===== src/rtl/demodPkg.sv =====
// Address map, version word, widths, source and mode enums, bus and sample structs
`default_nettype none

package demodPkg;

  // ************************************************
  // Widths
  // ************************************************
  localparam int AddrW       = 12;
  localparam int DataW       = 16;
  localparam int TrellisW    = 18;
  localparam int DacW        = 14;
  localparam int PhErrW      = 8;
  localparam int DacChannels = 3;

  // ************************************************
  // Misc register space
  // ************************************************
  localparam logic [DataW-1:0] VerNumber       = 16'h010e;
  localparam logic [AddrW-1:0] MiscResetAddr   = 12'h000;  // Write requests a soft reset
  localparam logic [AddrW-1:0] MiscVersionAddr = 12'h002;  // Read-only version word

  // Extra cycles the core reset stays up after the request
  localparam logic [2:0] ResetHold = 3'd5;

  // Offset-binary zero on the DAC pins
  localparam logic [DacW-1:0] DacMidScale = 14'h2000;

  // ************************************************
  // Encodings
  // ************************************************
  // Unlisted codes behave as legacy
  typedef enum logic [3:0] {
    ModeLegacy = 4'h0,
    ModeMultiH = 4'h8
  } demodMode_e;

  // Codes 1 to 4 are the trellis group
  typedef enum logic [3:0] {
    DacDirect       = 4'h0,
    DacTrellisI     = 4'h1,
    DacTrellisQ     = 4'h2,
    DacTrellisPhErr = 4'h3,
    DacTrellisIndex = 4'h4
  } dacSource_e;

  // ************************************************
  // Bundles
  // ************************************************
  typedef struct packed {
    logic             wrStb;
    logic             rdStb;
    logic [AddrW-1:0] addr;
    logic [DataW-1:0] wrData;
  } hostReq_t;

  typedef struct packed {
    logic                sync;   // Sample valid for the DAC
    logic [TrellisW-1:0] data;
  } trellisSample_t;

  typedef struct packed {
    logic symEn;
    logic sym2xEn;
    logic iBit;
    logic qBit;
  } decSymbol_t;

endpackage

`default_nettype wire


===== src/rtl/hostRegs.sv =====
// Host register port with misc space decode, version readback and soft-reset strobe
`timescale 1ns/1ns
`default_nettype none

module hostRegs (
  input  logic                       ck933,
  input  logic                       rs,
  input  logic                       coreReset_i,
  input  demodPkg::hostReq_t         hostReq_i,
  output logic [demodPkg::DataW-1:0] rdData_o,
  output logic                       rdValid_o,
  output logic                       softReset_o
);
  import demodPkg::*;

  logic             miscSpace;    // Address inside the misc block
  logic [DataW-1:0] miscRdWord;
  logic             resetHit;

  // ************************************************
  // Address decode
  // ************************************************
  // Misc block covers the lowest four byte addresses
  assign miscSpace = (hostReq_i.addr[AddrW-1:2] == '0);

  always_comb begin
    miscRdWord = '0;
    if (miscSpace) begin
      case (hostReq_i.addr)
        MiscVersionAddr: miscRdWord = VerNumber;
        default:         miscRdWord = '0;  // Reset address reads back zero
      endcase
    end
  end

  // Any data word triggers the reset
  // No new request while the core is already held
  assign resetHit = hostReq_i.wrStb && miscSpace
                    && (hostReq_i.addr == MiscResetAddr) && !coreReset_i;

  // ************************************************
  // Read return and reset strobe
  // ************************************************
  always_ff @(posedge ck933 or posedge rs) begin
    if (rs) begin
      rdValid_o   <= 1'b0;
      softReset_o <= 1'b0;
    end else begin
      rdValid_o   <= hostReq_i.rdStb;   // Single-cycle return
      softReset_o <= resetHit;
    end
  end

  always_ff @(posedge ck933) begin
    if (hostReq_i.rdStb) begin
      rdData_o <= miscRdWord;
    end
  end

  // Bus master never issues both strobes in one cycle
  strobeExclusive: assert property (
    @(posedge ck933) disable iff (rs)
    !(hostReq_i.wrStb && hostReq_i.rdStb)
  ) else $error("host read and write strobes high together");

endmodule

`default_nettype wire


===== src/rtl/resetStretch.sv =====
// Soft-reset synchronizer and hold counter producing the core reset
`timescale 1ns/1ns
`default_nettype none

module resetStretch (
  input  logic ck933,
  input  logic rs,
  input  logic softReset_i,
  output logic coreReset_o
);
  import demodPkg::*;

  logic       reqMeta;   // First sync stage
  logic       reqSync;   // Second sync stage
  logic [2:0] holdCnt;

  always_ff @(posedge ck933 or posedge rs) begin
    if (rs) begin
      reqMeta <= 1'b0;
      reqSync <= 1'b1;       // Board reset acts as a pending request
      holdCnt <= ResetHold;
    end else begin
      reqMeta <= softReset_i;
      reqSync <= reqMeta;
      if (reqSync) begin
        holdCnt <= ResetHold;   // Reload on every request
      end else if (holdCnt != '0) begin
        holdCnt <= holdCnt - 3'd1;
      end
    end
  end

  // High with the synced request, then for the count
  assign coreReset_o = reqSync || (holdCnt != '0);

  // Request pulse gives six cycles of core reset after the sync
  stretchLength: assert property (
    @(posedge ck933) disable iff (rs)
    softReset_i |-> ##2 coreReset_o [*6]
  ) else $error("core reset shorter than six cycles after soft reset");

endmodule

`default_nettype wire


===== src/rtl/dacChannel.sv =====
// One DAC channel with source select, truncation, sign inversion and sync-gated load
`timescale 1ns/1ns
`default_nettype none

module dacChannel (
  input  logic                      ck933,
  input  logic                      rs,
  input  logic                      coreReset_i,
  input  demodPkg::demodMode_e      mode_i,
  input  demodPkg::dacSource_e      select_i,
  input  demodPkg::trellisSample_t  trellis_i,
  input  logic [demodPkg::DacW-1:0] direct_i,
  output logic [demodPkg::DacW-1:0] dac_o
);
  import demodPkg::*;

  logic            trellisSrc;   // Select is in the trellis group
  logic            useTrellis;
  logic [DacW-1:0] pickWord;
  logic            pickEn;
  logic [DacW-1:0] stageWord;
  logic            stageEn;

  // ************************************************
  // Source rule
  // ************************************************
  always_comb begin
    case (select_i)
      DacTrellisI,
      DacTrellisQ,
      DacTrellisPhErr,
      DacTrellisIndex: trellisSrc = 1'b1;
      default:         trellisSrc = 1'b0;
    endcase
  end

  assign useTrellis = trellisSrc && (mode_i == ModeMultiH);

  // Top 14 of the 18 trellis bits
  assign pickWord = useTrellis ? trellis_i.data[TrellisW-1 -: DacW] : direct_i;
  assign pickEn   = useTrellis ? trellis_i.sync : 1'b1;   // Direct loads every cycle

  // ************************************************
  // Stage 2 and output register
  // ************************************************
  always_ff @(posedge ck933) begin
    stageWord <= pickWord;
  end

  always_ff @(posedge ck933 or posedge rs) begin
    if (rs) begin
      stageEn <= 1'b0;
      dac_o   <= DacMidScale;
    end else if (coreReset_i) begin
      stageEn <= 1'b0;
      dac_o   <= DacMidScale;
    end else begin
      stageEn <= pickEn;
      // Offset binary for the converter
      if (stageEn) begin
        dac_o <= {~stageWord[DacW-1], stageWord[DacW-2:0]};
      end
    end
  end

  dacKnown: assert property (
    @(posedge ck933) disable iff (rs || coreReset_i)
    !$isunknown(dac_o)
  ) else $error("DAC output has unknown bits");

endmodule

`default_nettype wire


===== src/rtl/decoderInSel.sv =====
// Legacy symbol delay and trellis/legacy selection into the decoder input register
`timescale 1ns/1ns
`default_nettype none

module decoderInSel (
  input  logic                   ck933,
  input  logic                   rs,
  input  logic                   coreReset_i,
  input  demodPkg::demodMode_e   mode_i,
  input  demodPkg::decSymbol_t   trellisSym_i,
  input  demodPkg::decSymbol_t   legacySym_i,
  output demodPkg::decSymbol_t   decSym_o
);
  import demodPkg::*;

  decSymbol_t legacyQ;   // Extra board-path stage
  logic       multiH;

  assign multiH = (mode_i == ModeMultiH);

  always_ff @(posedge ck933 or posedge rs) begin
    if (rs) begin
      legacyQ  <= '0;
      decSym_o <= '0;
    end else if (coreReset_i) begin
      legacyQ  <= '0;
      decSym_o <= '0;
    end else begin
      legacyQ <= legacySym_i;
      // Trellis decisions only in multi-h mode
      if (multiH) begin
        decSym_o <= trellisSym_i;
      end else begin
        decSym_o <= legacyQ;
      end
    end
  end

endmodule

`default_nettype wire


===== src/rtl/multihTop.sv =====
// Multi-h demodulator board glue top with input and phase-error re-registering
`timescale 1ns/1ns
`default_nettype none

module multihTop (
  input  logic                          ck933,
  input  logic                          rs,
  input  demodPkg::hostReq_t            hostReq_i,
  input  demodPkg::demodMode_e          demodMode_i,
  input  demodPkg::dacSource_e          dac0Select_i,
  input  demodPkg::dacSource_e          dac1Select_i,
  input  demodPkg::dacSource_e          dac2Select_i,
  input  logic [demodPkg::DacW-1:0]     dac0Data_i,
  input  logic [demodPkg::DacW-1:0]     dac1Data_i,
  input  logic [demodPkg::DacW-1:0]     dac2Data_i,
  input  demodPkg::trellisSample_t      trellis0_i,
  input  demodPkg::trellisSample_t      trellis1_i,
  input  demodPkg::trellisSample_t      trellis2_i,
  input  demodPkg::decSymbol_t          trellisSym_i,
  input  demodPkg::decSymbol_t          legacySym_i,
  input  logic [demodPkg::PhErrW-1:0]   phaseErr_i,
  input  logic                          phaseErrEn_i,
  input  logic                          phaseErrValid_i,
  output logic [demodPkg::DataW-1:0]    rdData_o,
  output logic                          rdValid_o,
  output logic                          dacRst_o,
  output logic [demodPkg::DacW-1:0]     dac0_o,
  output logic [demodPkg::DacW-1:0]     dac1_o,
  output logic [demodPkg::DacW-1:0]     dac2_o,
  output demodPkg::decSymbol_t          decSym_o,
  output logic [demodPkg::PhErrW-1:0]   phaseErr_o,
  output logic                          phaseErrEn_o,
  output logic                          phaseErrValid_o
);
  import demodPkg::*;

  demodMode_e      modeQ;
  dacSource_e      selQ     [DacChannels];
  logic [DacW-1:0] directQ  [DacChannels];
  trellisSample_t  trellisQ [DacChannels];
  logic [DacW-1:0] dacOut   [DacChannels];
  decSymbol_t      trellisSymQ;
  decSymbol_t      legacySymQ;
  logic            softReset;
  logic            coreReset;

  // ************************************************
  // Input re-registering
  // ************************************************
  always_ff @(posedge ck933 or posedge rs) begin
    if (rs) begin
      modeQ <= ModeLegacy;
      for (int i = 0; i < DacChannels; i++) begin
        selQ[i] <= DacDirect;
      end
    end else begin
      modeQ   <= demodMode_i;
      selQ[0] <= dac0Select_i;
      selQ[1] <= dac1Select_i;
      selQ[2] <= dac2Select_i;
    end
  end

  always_ff @(posedge ck933) begin
    directQ[0]  <= dac0Data_i;
    directQ[1]  <= dac1Data_i;
    directQ[2]  <= dac2Data_i;
    trellisQ[0] <= trellis0_i;
    trellisQ[1] <= trellis1_i;
    trellisQ[2] <= trellis2_i;
    trellisSymQ <= trellisSym_i;
    legacySymQ  <= legacySym_i;
  end

  // ************************************************
  // Host port and reset
  // ************************************************
  hostRegs i_hostRegs (
    .ck933       (ck933),
    .rs          (rs),
    .coreReset_i (coreReset),
    .hostReq_i   (hostReq_i),
    .rdData_o    (rdData_o),
    .rdValid_o   (rdValid_o),
    .softReset_o (softReset)
  );

  resetStretch i_resetStretch (
    .ck933       (ck933),
    .rs          (rs),
    .softReset_i (softReset),
    .coreReset_o (coreReset)
  );

  assign dacRst_o = coreReset;   // DAC pin follows the core reset

  // ************************************************
  // DAC outputs
  // ************************************************
  for (genvar gi = 0; gi < DacChannels; gi++) begin : g_dac
    dacChannel i_dacChannel (
      .ck933       (ck933),
      .rs          (rs),
      .coreReset_i (coreReset),
      .mode_i      (modeQ),
      .select_i    (selQ[gi]),
      .trellis_i   (trellisQ[gi]),
      .direct_i    (directQ[gi]),
      .dac_o       (dacOut[gi])
    );
  end

  assign dac0_o = dacOut[0];
  assign dac1_o = dacOut[1];
  assign dac2_o = dacOut[2];

  // ************************************************
  // Decoder input and phase error
  // ************************************************
  decoderInSel i_decoderInSel (
    .ck933        (ck933),
    .rs           (rs),
    .coreReset_i  (coreReset),
    .mode_i       (modeQ),
    .trellisSym_i (trellisSymQ),
    .legacySym_i  (legacySymQ),
    .decSym_o     (decSym_o)
  );

  // Phase-error feedback toward the carrier loop
  always_ff @(posedge ck933 or posedge rs) begin
    if (rs) begin
      phaseErrEn_o    <= 1'b0;
      phaseErrValid_o <= 1'b0;
    end else begin
      phaseErrEn_o    <= phaseErrEn_i;
      phaseErrValid_o <= phaseErrValid_i;
    end
  end

  always_ff @(posedge ck933) begin
    phaseErr_o <= phaseErr_i;
  end

endmodule

`default_nettype wire


===== config.mk =====
export PLATFORM = sky130hd
export DESIGN_NAME = multihTop
export DESIGN_NICKNAME = d
export VERILOG_FILES = /design/src/rtl/demodPkg.sv /design/src/rtl/hostRegs.sv /design/src/rtl/resetStretch.sv /design/src/rtl/dacChannel.sv /design/src/rtl/decoderInSel.sv /design/src/rtl/multihTop.sv
export SDC_FILE = /design/constraint.sdc
export NUM_CORES = 1
export LEC_CHECK = 0
export ABC_AREA = 1
export ABC_CLOCK_PERIOD_IN_PS = 2300
export BUFFER_PORTS_ARGS = -buffer_cell sky130_fd_sc_hd__buf_4
export CORE_MARGIN = 5
export CORE_UTILIZATION = 30
export DETAILED_ROUTE_END_ITERATION = 8
export GPL_TIMING_DRIVEN = 0
export MAX_ROUTING_LAYER = met4
export PLACE_DENSITY = 0.62
export SYNTH_ARGS = -nofsm -noshare
export SYNTH_HDL_FRONTEND = slang
export SYNTH_SLANG_ARGS = --single-unit

===== constraint.sdc =====
create_clock -name ck933 -period 2.3 [get_ports ck933]
set_input_delay 0.115 -clock ck933 [delete_from_list [all_inputs] [get_ports ck933]]
set_output_delay 0.115 -clock ck933 [all_outputs]
set_load 0.02 [all_outputs]

==> results of run 1 <==
## power groups by stage
stage | clock (uW) | sequential, uW | combinational (uW)
floorplan | 0 | 4600 | 711
global placement | 0 | 4500 | 1510
detailed placement | 0 | 4500 | 1530
CTS | 4140 | 4430 | 1720
global route | 4310 | 4460 | 1870
finish | 4020 | 4420 | 1690
## worst register-to-register path, delay by kind of cell (launching register included)
kind	cells	cell delay [ns]
buffers and inverters	3	0.93
and+or+nand+nor	4	0.40
DFF	1	0.36
adders and majority gates	1	0.18
## logic make-up (layout without fill, tap and decap cells)
logic type	Yosys count	in the layout
flops	224	224
other cells	1	14
simple gates	226	226
buf+inv	93	466
fa+ha+maj	2	2
xor+xnor	1	1
compound gates	53	53
## cell usage in the layout, fill, tap and decap left out, drive strengths merged
cell	count
a21oi	5
buf	233
bufinv	3
clkbuf	38
clkinv	3
clkinvlp	1
conb	12
dfrtp	72
dfstp	6
dfxtp	145
diode	2
dlygate4sd3	130
edfxtp	1
ha	2
inv	58
nand2	112
nand3	90
nor2	19
nor3	1
nor3b	1
o21ai	44
o21bai	3
o31ai	1
or2	3
xnor2	1
## metrics by stage
step / utilization / setup WS, ns
floorplan: - / 0.1999
global placement: 0.3927 / -1.066
detailed placement: 0.3941 / 0.5377
CTS: 0.4920 / 0.1057
global route: 0.4922 / 0.05162
finish: 0.4922 / 0.1824
## worst paths after layout
| check | startpoint | to | slack (ns) | cells after the start |
|---|---|---|---|---|
| max | i_resetStretch.holdCnt[0]$_DFFE_PP1P_ | dacRst_o | 0.18 | 5 |
| min | hostReq_i[25] | i_hostRegs.rdData_o[3]$_SDFFCE_PP0P_ | 0.07 | 4 |
| max reg2reg | i_resetStretch.holdCnt[0]$_DFFE_PP1P_ | i_hostRegs.softReset_o$_DFF_PP0_ | 0.39 | 8 |
| min reg2reg | i_hostRegs.softReset_o$_DFF_PP0_ | i_resetStretch.reqMeta$_DFF_PP0_ | 0.35 | 0 |
| max in group asynchronous | rs | g_dac[2].i_dacChannel.dac_o[13]$_DFFE_PP1P_ | 1.46 | 4 |
| min in group asynchronous | rs | g_dac[1].i_dacChannel.dac_o[12]$_DFFE_PP0P_ | 0.18 | 3 |
## timing repair
| action | in CTS | in global routing |
|---|---|---|
| hold buffers | 130 | 0 |
| gates resized for setup | 0 | 0 |
| endpoints found under the hold margin | 155 | 0 |
| buffers inserted | 0 | 0 |
## area by class of cell
class                      count  area share
antenna                        2   0.0004631
buffer                        36     0.02350
clock buffer                  36     0.06726
clock inverter                 8     0.01123
inverter                      57     0.02003
multi-input combinational    294      0.1320
sequential                   224      0.4526
tap                          280     0.03241
timing repair buffer         329      0.2605
## metal layers
| metal | routed length, um | global-route usage | vias up |
|---|---|---|---|
| li1 | - | - | 2611 |
| met1 | 7038 | 0.1568 | 2442 |
| met2 | 9646 | 0.2601 | 149 |
| met3 | 780 | 0.02706 | 49 |
| met4 | 754 | 0.05514 | 0 |
| met5 | 0 | - | - |
## state kept, by name (all words and copies together), names as in the netlist, 3 cells and up
register,cells
trellisQ,45
directQ,42
g_dac.i_dacChannel.dac_o,42
g_dac.i_dacChannel.stageWord,42
selQ,12
phaseErr_o,8
i_decoderInSel.decSym_o,4
i_decoderInSel.legacyQ,4
legacySymQ,4
modeQ,4
trellisSymQ,4
g_dac.i_dacChannel.stageEn,3
i_resetStretch.holdCnt,3
==> results.yml, run 1 <==
timing:
  worst_slew_pin_slew_ns: 0.5153
  hold_slack_ns: 0.07372
  report.final.hold_viol_count: 0
  max_freq_mhz: 472.2
  maxSlewViolCount: 0
  max_slew_margin: 0.6565
  fin_crit_sh: 0.9207
  rsz0062_at_grt: "no"
  fin_setup_tns_ns: 0
  finClkSkew_ns: 0.01703
  min_period_ns: 2.118
  setup_viol: 0
drt:
  dr.first_iter.drc_count: 219
  viasPerCell: 4.148
  drcViolationCount: 0
  drt-pass1-iter-count: 4
  wirelength_um: 18220
  postRouteAntennaNets: 0
  vias: 5251
  wl_per_cell_um: 14.39
cells_and_area:
  multiInputGateArea_sq_um: 1426
  design_area_sq_um: 10810
  nNetsFinal: 1133
  nFillCells: 1905
  area_growth_pct: 60.23
  regArea_sq_um: 4892
  drive_above_1_share: 0.2947
  layout.cells.non_filler: 1266
global_routing:
  grt_use_total: 0.1440
  antenna_found_initial: 2
  grt-ovfl-total: 0
  grt_pass1_wl_um: 29190
  grt_pass1_vias: 5629
  grt_max_degree: 49
worst_setup_path:
  crit_family: "buffers and inverters"
  slowest_stage: "dfstp_2"
  cp_cell_sequence: "inv_1 -> ha_1 -> nand3_1 -> buf_2 -> buf_4"
  cp_max_fo: 10
  worst_ep_required_time_ns: 2.18
  critPathMaxStageDelay_ns: 0.52
  crit_arrival_ns: 2.00
  start_kind: "register"
  worst_setup_path_end_kind: "primary output"
  worstSetupPathType: "reg2out"
  path_buf_inv: 3
floorplanning:
  die_w_um: 159.9
  rows: 54
  dieArea_sq_um: 25580
  start_util: 0.3072
  ioPinCount: 239
  fp.coreArea_sq_um: 21960
  fp.dieH_um: 159.9
power_and_ir_drop:
  leakagePower_uw: 0.005142
  power.switching_uw: 2644
  p_total_uw: 10140
  power_density_nw_per_um2: 937.7
  pwr-share-seq: 0.436
  vdd_drop_max_uv: 665.2
  power.internal_uw: 7491
  clkPwrFrac: 0.397
  switching_share: 0.2608
  p_comb_frac: 0.167
synthesis:
  syn_inst: 600
  ys_ff_latch: 224
  yosysWarnings: 0
  synth_top_family_by_area: "simple AND/OR/NAND/NOR gates"
  async_reset_ff_frac: 0.3482
  yosysUniqueCellTypes: 30
  yosysMostFrequentCell: "dfxtp_1"
  synth_compound_area_frac: 0.04081
  synth_area_sq_um: 6745
  synth.mux.area_fraction: 0
  synth_top_cell_area_share: 0.4303
  netlist_top_cells_area: "dfxtp_1, dfrtp_1, nand3_1, nand2_1, inv_1"
  synth_common_cells: "dfxtp_1, nand2_1, nand3_1"
  yosysTopAreaCell: "dfxtp_1"
  synth_edf_count: 1
  seq_area_frac_synth: 0.7253
  synthAdderAreaFrac: 0.003710
  synth_ff_type: "dfxtp_1"
  avgSynthCellArea_sq_um: 11.24
  synthSimpleGateAreaFrac: 0.1590
  synthXorXnorAreaFrac: 0.001298
clock_tree:
  cts_root_buf: "clkbuf_16"
  htreeDepth: 1
  clk_pin_slew_ns: 0.06
  clock_path_buffers: 3
  clock_latency_ns: 0.50
  cts_buffers: 24
  cts_tree: "done"
  clkSinkCount: 224
worst_hold_path:
  hp-class: "in2reg"
placed_design:
  hpwl_um: 11860
  gp_congestion: 0.7801
  placed_cells: 1090
  portBuffers: 198
  postPlaceCellArea_sq_um: 8653
outcome:
  outcome: "completed"
job:
  max-cap-violations: 0
Note: power is estimated with default switching activity, not from simulation.
==> run 2: changes to the inputs <==
--- a/config.mk
+++ b/config.mk
@@ -14,6 +14,7 @@
 export GPL_TIMING_DRIVEN = 0
 export MAX_ROUTING_LAYER = met4
 export PLACE_DENSITY = 0.62
+export REMOVE_ABC_BUFFERS = 1
 export SYNTH_ARGS = -nofsm -noshare
 export SYNTH_HDL_FRONTEND = slang
 export SYNTH_SLANG_ARGS = --single-unit
==> run 2 against run 1 <==
Compared with the run above:
- clock skew is 0.0023 ns higher
- via count down 3.7%
- critical path depth decreased by 1
- critical path type unchanged
- critical endpoint unchanged
- largest cell class unchanged
==> results.yml, run 2 (same netlist as run 1, synthesis figures left out) <==
cells_and_area:
  nFillCells: 1959
  area_growth_pct: 55.20
  drive_above_1_share: 0.2709
  final_cell_mix: "buf_4, dfxtp_1, dlygate4sd3_1"
  largest-register: "trellisQ"
  nNetsFinal: 1095
  layout.cells.non_filler: 1226
  mostFrequentLayoutCell: "buf_4"
  largest_reg_flops: 45
floorplanning:
  fp.coreArea_sq_um: 21960
  start_util: 0.3072
  dieArea_sq_um: 25580
  ioPinCount: 239
  die_w_um: 159.9
  fp.dieH_um: 159.9
  rows: 54
timing:
  finClkSkew_ns: 0.01933
  setup_viol: 0
  hold_slack_ns: 0.01949
  maxSlewViolCount: 0
  setup_slack_ns: 0.2433
  fin_crit_sh: 0.8942
  worst_slew_pin_slew_ns: 0.7105
  min_period_ns: 2.057
  fin_setup_tns_ns: 0
  report.final.hold_viol_count: 0
  max_slew_margin: 0.5252
  rsz0062_at_grt: "no"
  max_freq_mhz: 486.2
placed_design:
  gp_congestion: 0.7477
  hpwl_um: 10860
  portBuffers: 198
  placed_cells: 1055
  pre_cts_ws_ns: 0.2352
power_and_ir_drop:
  power.switching_uw: 2587
  leakagePower_uw: 0.004935
  pwr-share-seq: 0.467
  clkPwrFrac: 0.376
  power_density_nw_per_um2: 923.0
  power.internal_uw: 7076
  vdd_drop_max_uv: 510.4
  p_comb_frac: 0.157
  switching_share: 0.2678
clock_tree:
  cts_root_buf: "clkbuf_16"
  cts_tree: "done"
  clkSinkCount: 224
  clock_latency_ns: 0.51
  clk_pin_slew_ns: 0.06
  htreeDepth: 1
  cts_setup_buffers: 0
  clock_path_buffers: 3
  cts_buffers: 23
drt:
  wl_per_cell_um: 13.87
  postRouteAntennaNets: 0
  drcViolationCount: 0
  dr.first_iter.drc_count: 168
  viasPerCell: 4.126
  drt-pass1-iter-count: 4
  vias: 5058
  wirelength_um: 17000
global_routing:
  grt_pass1_wl_um: 27490
  antenna_found_initial: 1
  grt_use_total: 0.1347
  grt-ovfl-total: 0
  grt_max_degree: 47
  grt_pass1_vias: 5252
job:
  max-cap-violations: 0
worst_setup_path:
  worst_setup_path_end_kind: "primary output"
  crit_arrival_ns: 1.94
  worst_ep_required_time_ns: 2.18
  start_kind: "register"
  cp_max_fo: 14
  worstSetupPathType: "reg2out"
outcome:
  outcome: "completed"
worst_hold_path:
  hp-class: "in2reg"
-- run 2: cell types whose count changed in the layout (fill, tap and decap cells not counted), moves of 2 or more --
| cell | before | now |
|---|---|---|
| buf_2 | 11 | 0 |
| buf_4 | 214 | 198 |
| buf_6 | 6 | 0 |
| bufinv_16 | 3 | 1 |
| clkbuf_8 | 6 | 4 |
| dlygate4sd3_1 | 130 | 128 |
-- run 2: stage by stage --
step                      cell area, sq um  total power, uW  utilization
after floorplan                       6533             5210            -
after global placement                8369             5895       0.3811
after detailed placement              8424             5966       0.3836
after CTS                            10470             9818       0.4769
after global routing                 10470            10150       0.4768
final                                10470             9663       0.4768
-- run 2: timing repair --
item | CTS | global route
gates resized for setup | 0 | 1
endpoints found under the setup margin | 0 | 1
hold endpoints to repair | 157 | 0
hold buffers | 129 | 0
-- run 2: area by class of cell --
class,count,area (sq um),area share
antenna,1,2.502,0.0002390
clock buffer,34,678.2,0.06478
clock inverter,8,77.57,0.007410
inverter,57,216.5,0.02068
multi-input combinational,294,1436,0.1372
sequential,224,4892,0.4673
tap,280,350.3,0.03346
timing repair buffer,328,2815,0.2689
-- run 2: per-layer routing --
layer,part of all wire,GRT usage
met2,0.52,0.2368
met1,0.40,0.1554
met5,0,-
met3,0.049,0.02397
met4,0.031,0.04576
-- run 2: path summary, 6_finish.rpt --
path / slack [ns] / from / depth (start not counted) / end
setup / recovery: 0.24 / i_resetStretch.holdCnt[0]$_DFFE_PP1P_ / 4 / dacRst_o
hold / removal: 0.02 / hostReq_i[25] / 4 / i_hostRegs.rdData_o[3]$_SDFFCE_PP0P_
setup reg to reg: 0.28 / i_resetStretch.holdCnt[0]$_DFFE_PP1P_ / 5 / g_dac[1].i_dacChannel.dac_o[10]$_DFFE_PP0P_
hold reg to reg: 0.35 / i_hostRegs.softReset_o$_DFF_PP0_ / 0 / i_resetStretch.reqMeta$_DFF_PP0_
max in group asynchronous: 1.44 / rs / 4 / i_resetStretch.reqSync$_DFF_PP1_
min in group asynchronous: 0.20 / rs / 3 / i_decoderInSel.legacyQ[1]$_DFF_PP0_
-- run 2: power by group through the flow --
stage               sequential (uW)  combinational, uW  clock (uW)
finish                         4510               1520        3640
global route                   4550               1690        3910
CTS                            4510               1560        3750
detailed placement             4590               1380           0
global placement               4580               1310           0
floorplan                      4650                559           0
-- run 2: worst max-delay path, cell delays in order (launching register included) --
cell,delay [ns]
dfstp_2,0.51
inv_1,0.06
ha_1,0.21
nand3_1,0.40
buf_4,0.25
==> run 3: changes to the inputs <==
--- a/config.mk
+++ b/config.mk
@@ -6,14 +6,13 @@
 export NUM_CORES = 1
 export LEC_CHECK = 0
 export ABC_AREA = 1
-export ABC_CLOCK_PERIOD_IN_PS = 2300
+export ABC_CLOCK_PERIOD_IN_PS = 2000
 export BUFFER_PORTS_ARGS = -buffer_cell sky130_fd_sc_hd__buf_4
 export CORE_MARGIN = 5
 export CORE_UTILIZATION = 30
 export DETAILED_ROUTE_END_ITERATION = 8
 export GPL_TIMING_DRIVEN = 0
 export MAX_ROUTING_LAYER = met4
-export PLACE_DENSITY = 0.62
 export REMOVE_ABC_BUFFERS = 1
 export SYNTH_ARGS = -nofsm -noshare
 export SYNTH_HDL_FRONTEND = slang
==> constraint.sdc (replaced) <==
create_clock -name ck933 -period 2 [get_ports ck933]
set_input_delay 0.1 -clock ck933 [delete_from_list [all_inputs] [get_ports ck933]]
set_output_delay 0.1 -clock ck933 [all_outputs]
set_load 0.02 [all_outputs]
==> run 3 against run 2 <==
Compared with the run above:
- worst setup slack got worse by 0.11 ns
- sequential share of layout area fell by 0.51 points
- cell count rose by 0.41%
- final area rose by 1.1%
- die area did not move
- combinational power rose by 21%
- non-clock buffer count rose by 3
- global-route usage rose by 0.40 points
- critical path type is now in2reg
- flip-flop and latch count did not move
- via count barely moved
- register-to-register slack got worse by 0.11 ns
- clock skew fell by 0.0070 ns
==> results.yml, run 3 (same netlist as run 1, synthesis figures left out) <==
timing:
  maxSlewViolCount: 0
  rsz0062_at_grt: "no"
  worst_slew_pin_slew_ns: 0.6984
  fin_setup_tns_ns: 0
  report.final.hold_viol_count: 0
  fin_crit_sh: 0.9357
  finClkSkew_ns: 0.01232
  setup_viol: 0
  max_slew_margin: 0.5333
  min_period_ns: 1.871
  max_freq_mhz: 534.3
global_routing:
  grt_pass1_vias: 5329
  grt_max_degree: 49
  grt-ovfl-total: 0
  grt_use_total: 0.1387
  antenna_found_initial: 0
  grt_pass1_wl_um: 28260
floorplanning:
  dieArea_sq_um: 25580
  die_w_um: 159.9
  fp.coreArea_sq_um: 21960
  rows: 54
  fp.dieH_um: 159.9
  ioPinCount: 239
  start_util: 0.3072
power_and_ir_drop:
  power.switching_uw: 3108
  power_density_nw_per_um2: 1093
  clkPwrFrac: 0.392
  vdd_drop_max_uv: 628.2
  pwr-share-seq: 0.449
  leakagePower_uw: 0.004984
  power.internal_uw: 8455
  switching_share: 0.2688
  p_comb_frac: 0.159
cells_and_area:
  drive_above_1_share: 0.2723
  layout.cells.non_filler: 1231
  final_cell_mix: "buf_4, dfxtp_1, dlygate4sd3_1"
  area_growth_pct: 56.91
  largest-register: "trellisQ"
  antennaDiodeCount: 0
  nNetsFinal: 1100
  mostFrequentLayoutCell: "buf_4"
  largest_reg_flops: 45
placed_design:
  placed_cells: 1055
  portBuffers: 198
  gp_congestion: 0.7608
  hpwl_um: 10950
drt:
  viasPerCell: 4.111
  dr.first_iter.drc_count: 261
  drcViolationCount: 0
  postRouteAntennaNets: 0
  drt-pass1-iter-count: 4
  wl_per_cell_um: 14.34
  vias: 5061
  wirelength_um: 17650
clock_tree:
  clkSinkCount: 224
  clock_path_buffers: 3
  clk_pin_slew_ns: 0.06
  clock_latency_ns: 0.51
  htreeDepth: 1
  cts_tree: "done"
  cts_root_buf: "clkbuf_16"
  cts_buffers: 24
worst_setup_path:
  worstSetupPathType: "in2reg"
  crit_arrival_ns: 2.25
  cp_max_fo: 2
  worst_setup_path_end_kind: "register"
  r2r-start: "i_resetStretch.holdCnt[0]$_DFFE_PP1P_"
  start_kind: "input port"
  startpoint: "hostReq_i[25]"
  worst_ep_required_time_ns: 2.38
  ff2ff_path_depth: 7
job:
  max-cap-violations: 0
outcome:
  outcome: "completed"
worst_hold_path:
  hp-class: "in2async"
## run 3: repair_timing
action                                  4_1_cts  5_1_grt
endpoints found under the setup margin       27       11
gates resized for setup                       1        2
pin swaps                                     0        1
cloned                                        0        1
setup buffers                                 0        0
hold endpoints to repair                    165        0
hold buffers                                131        0
## run 3: per-layer routing
metal  GRT usage  part of all wire  wire length, um
met5           -                 0                0
met1      0.1585              0.40             6981
met4     0.04537             0.035              611
met2      0.2410              0.52             9102
met3     0.03196             0.054              957
## run 3: worst paths after layout
path                                                               to  slack, ns
setup / recovery                 i_hostRegs.rdData_o[3]$_SDFFCE_PP0P_       0.13
hold / removal             g_dac[1].i_dacChannel.dac_o[4]$_DFFE_PP0P_       0.19
setup reg to reg           g_dac[1].i_dacChannel.dac_o[6]$_DFFE_PP0P_       0.17
hold reg to reg                      i_resetStretch.reqMeta$_DFF_PP0_       0.35
max in group asynchronous            i_resetStretch.reqSync$_DFF_PP1_       1.15
min in group ck933                            trellisQ[0][50]$_DFF_P_       0.23
## run 3: power by group through the flow
stage               Clock (uW)  Sequential [uW]  Combinational (uW)
finish                    4530             5190                1840
global route              4860             5260                2010
CTS                       4660             5190                1820
detailed placement           0             5280                1600
global placement             0             5270                1510
floorplan                    0             5350                 642
## run 3: final cells by class
type | instances | area [sq um]
Clock inverter | 10 | 142.6
Inverter | 57 | 216.5
Fill cell | 1922 | 11370
Clock buffer | 34 | 679.4
Timing Repair Buffer | 331 | 2853
Sequential cell | 224 | 4892
Tap cell | 280 | 350.3
Multi-Input combinational cell | 295 | 1450
## run 3: worst max-delay path, stage by stage
cell	delay, ns
dlygate4sd3_1	0.54
buf_4	0.13
nor3b_1	0.17
dlygate4sd3_1	0.57
nand2_1	0.07
nor2_1	0.10
dlygate4sd3_1	0.56
## run 3: metrics by stage
| stage | util | setup slack [ns] | cell area (sq um) | hold slack (ns) | total power, uW |
|---|---|---|---|---|---|
| after floorplan | - | -0.08510 | 6533 | 0.1277 | 5991 |
| after global placement | 0.3811 | -1.319 | 8369 | 0.2043 | 6775 |
| after detailed placement | 0.3840 | -0.1278 | 8432 | 0.1530 | 6878 |
| after CTS | 0.4814 | 0.05116 | 10570 | 0.1634 | 11680 |
| after global routing | 0.4820 | 0.02125 | 10580 | 0.1983 | 12130 |
| final | 0.4820 | 0.1285 | 10580 | 0.1855 | 11560 |
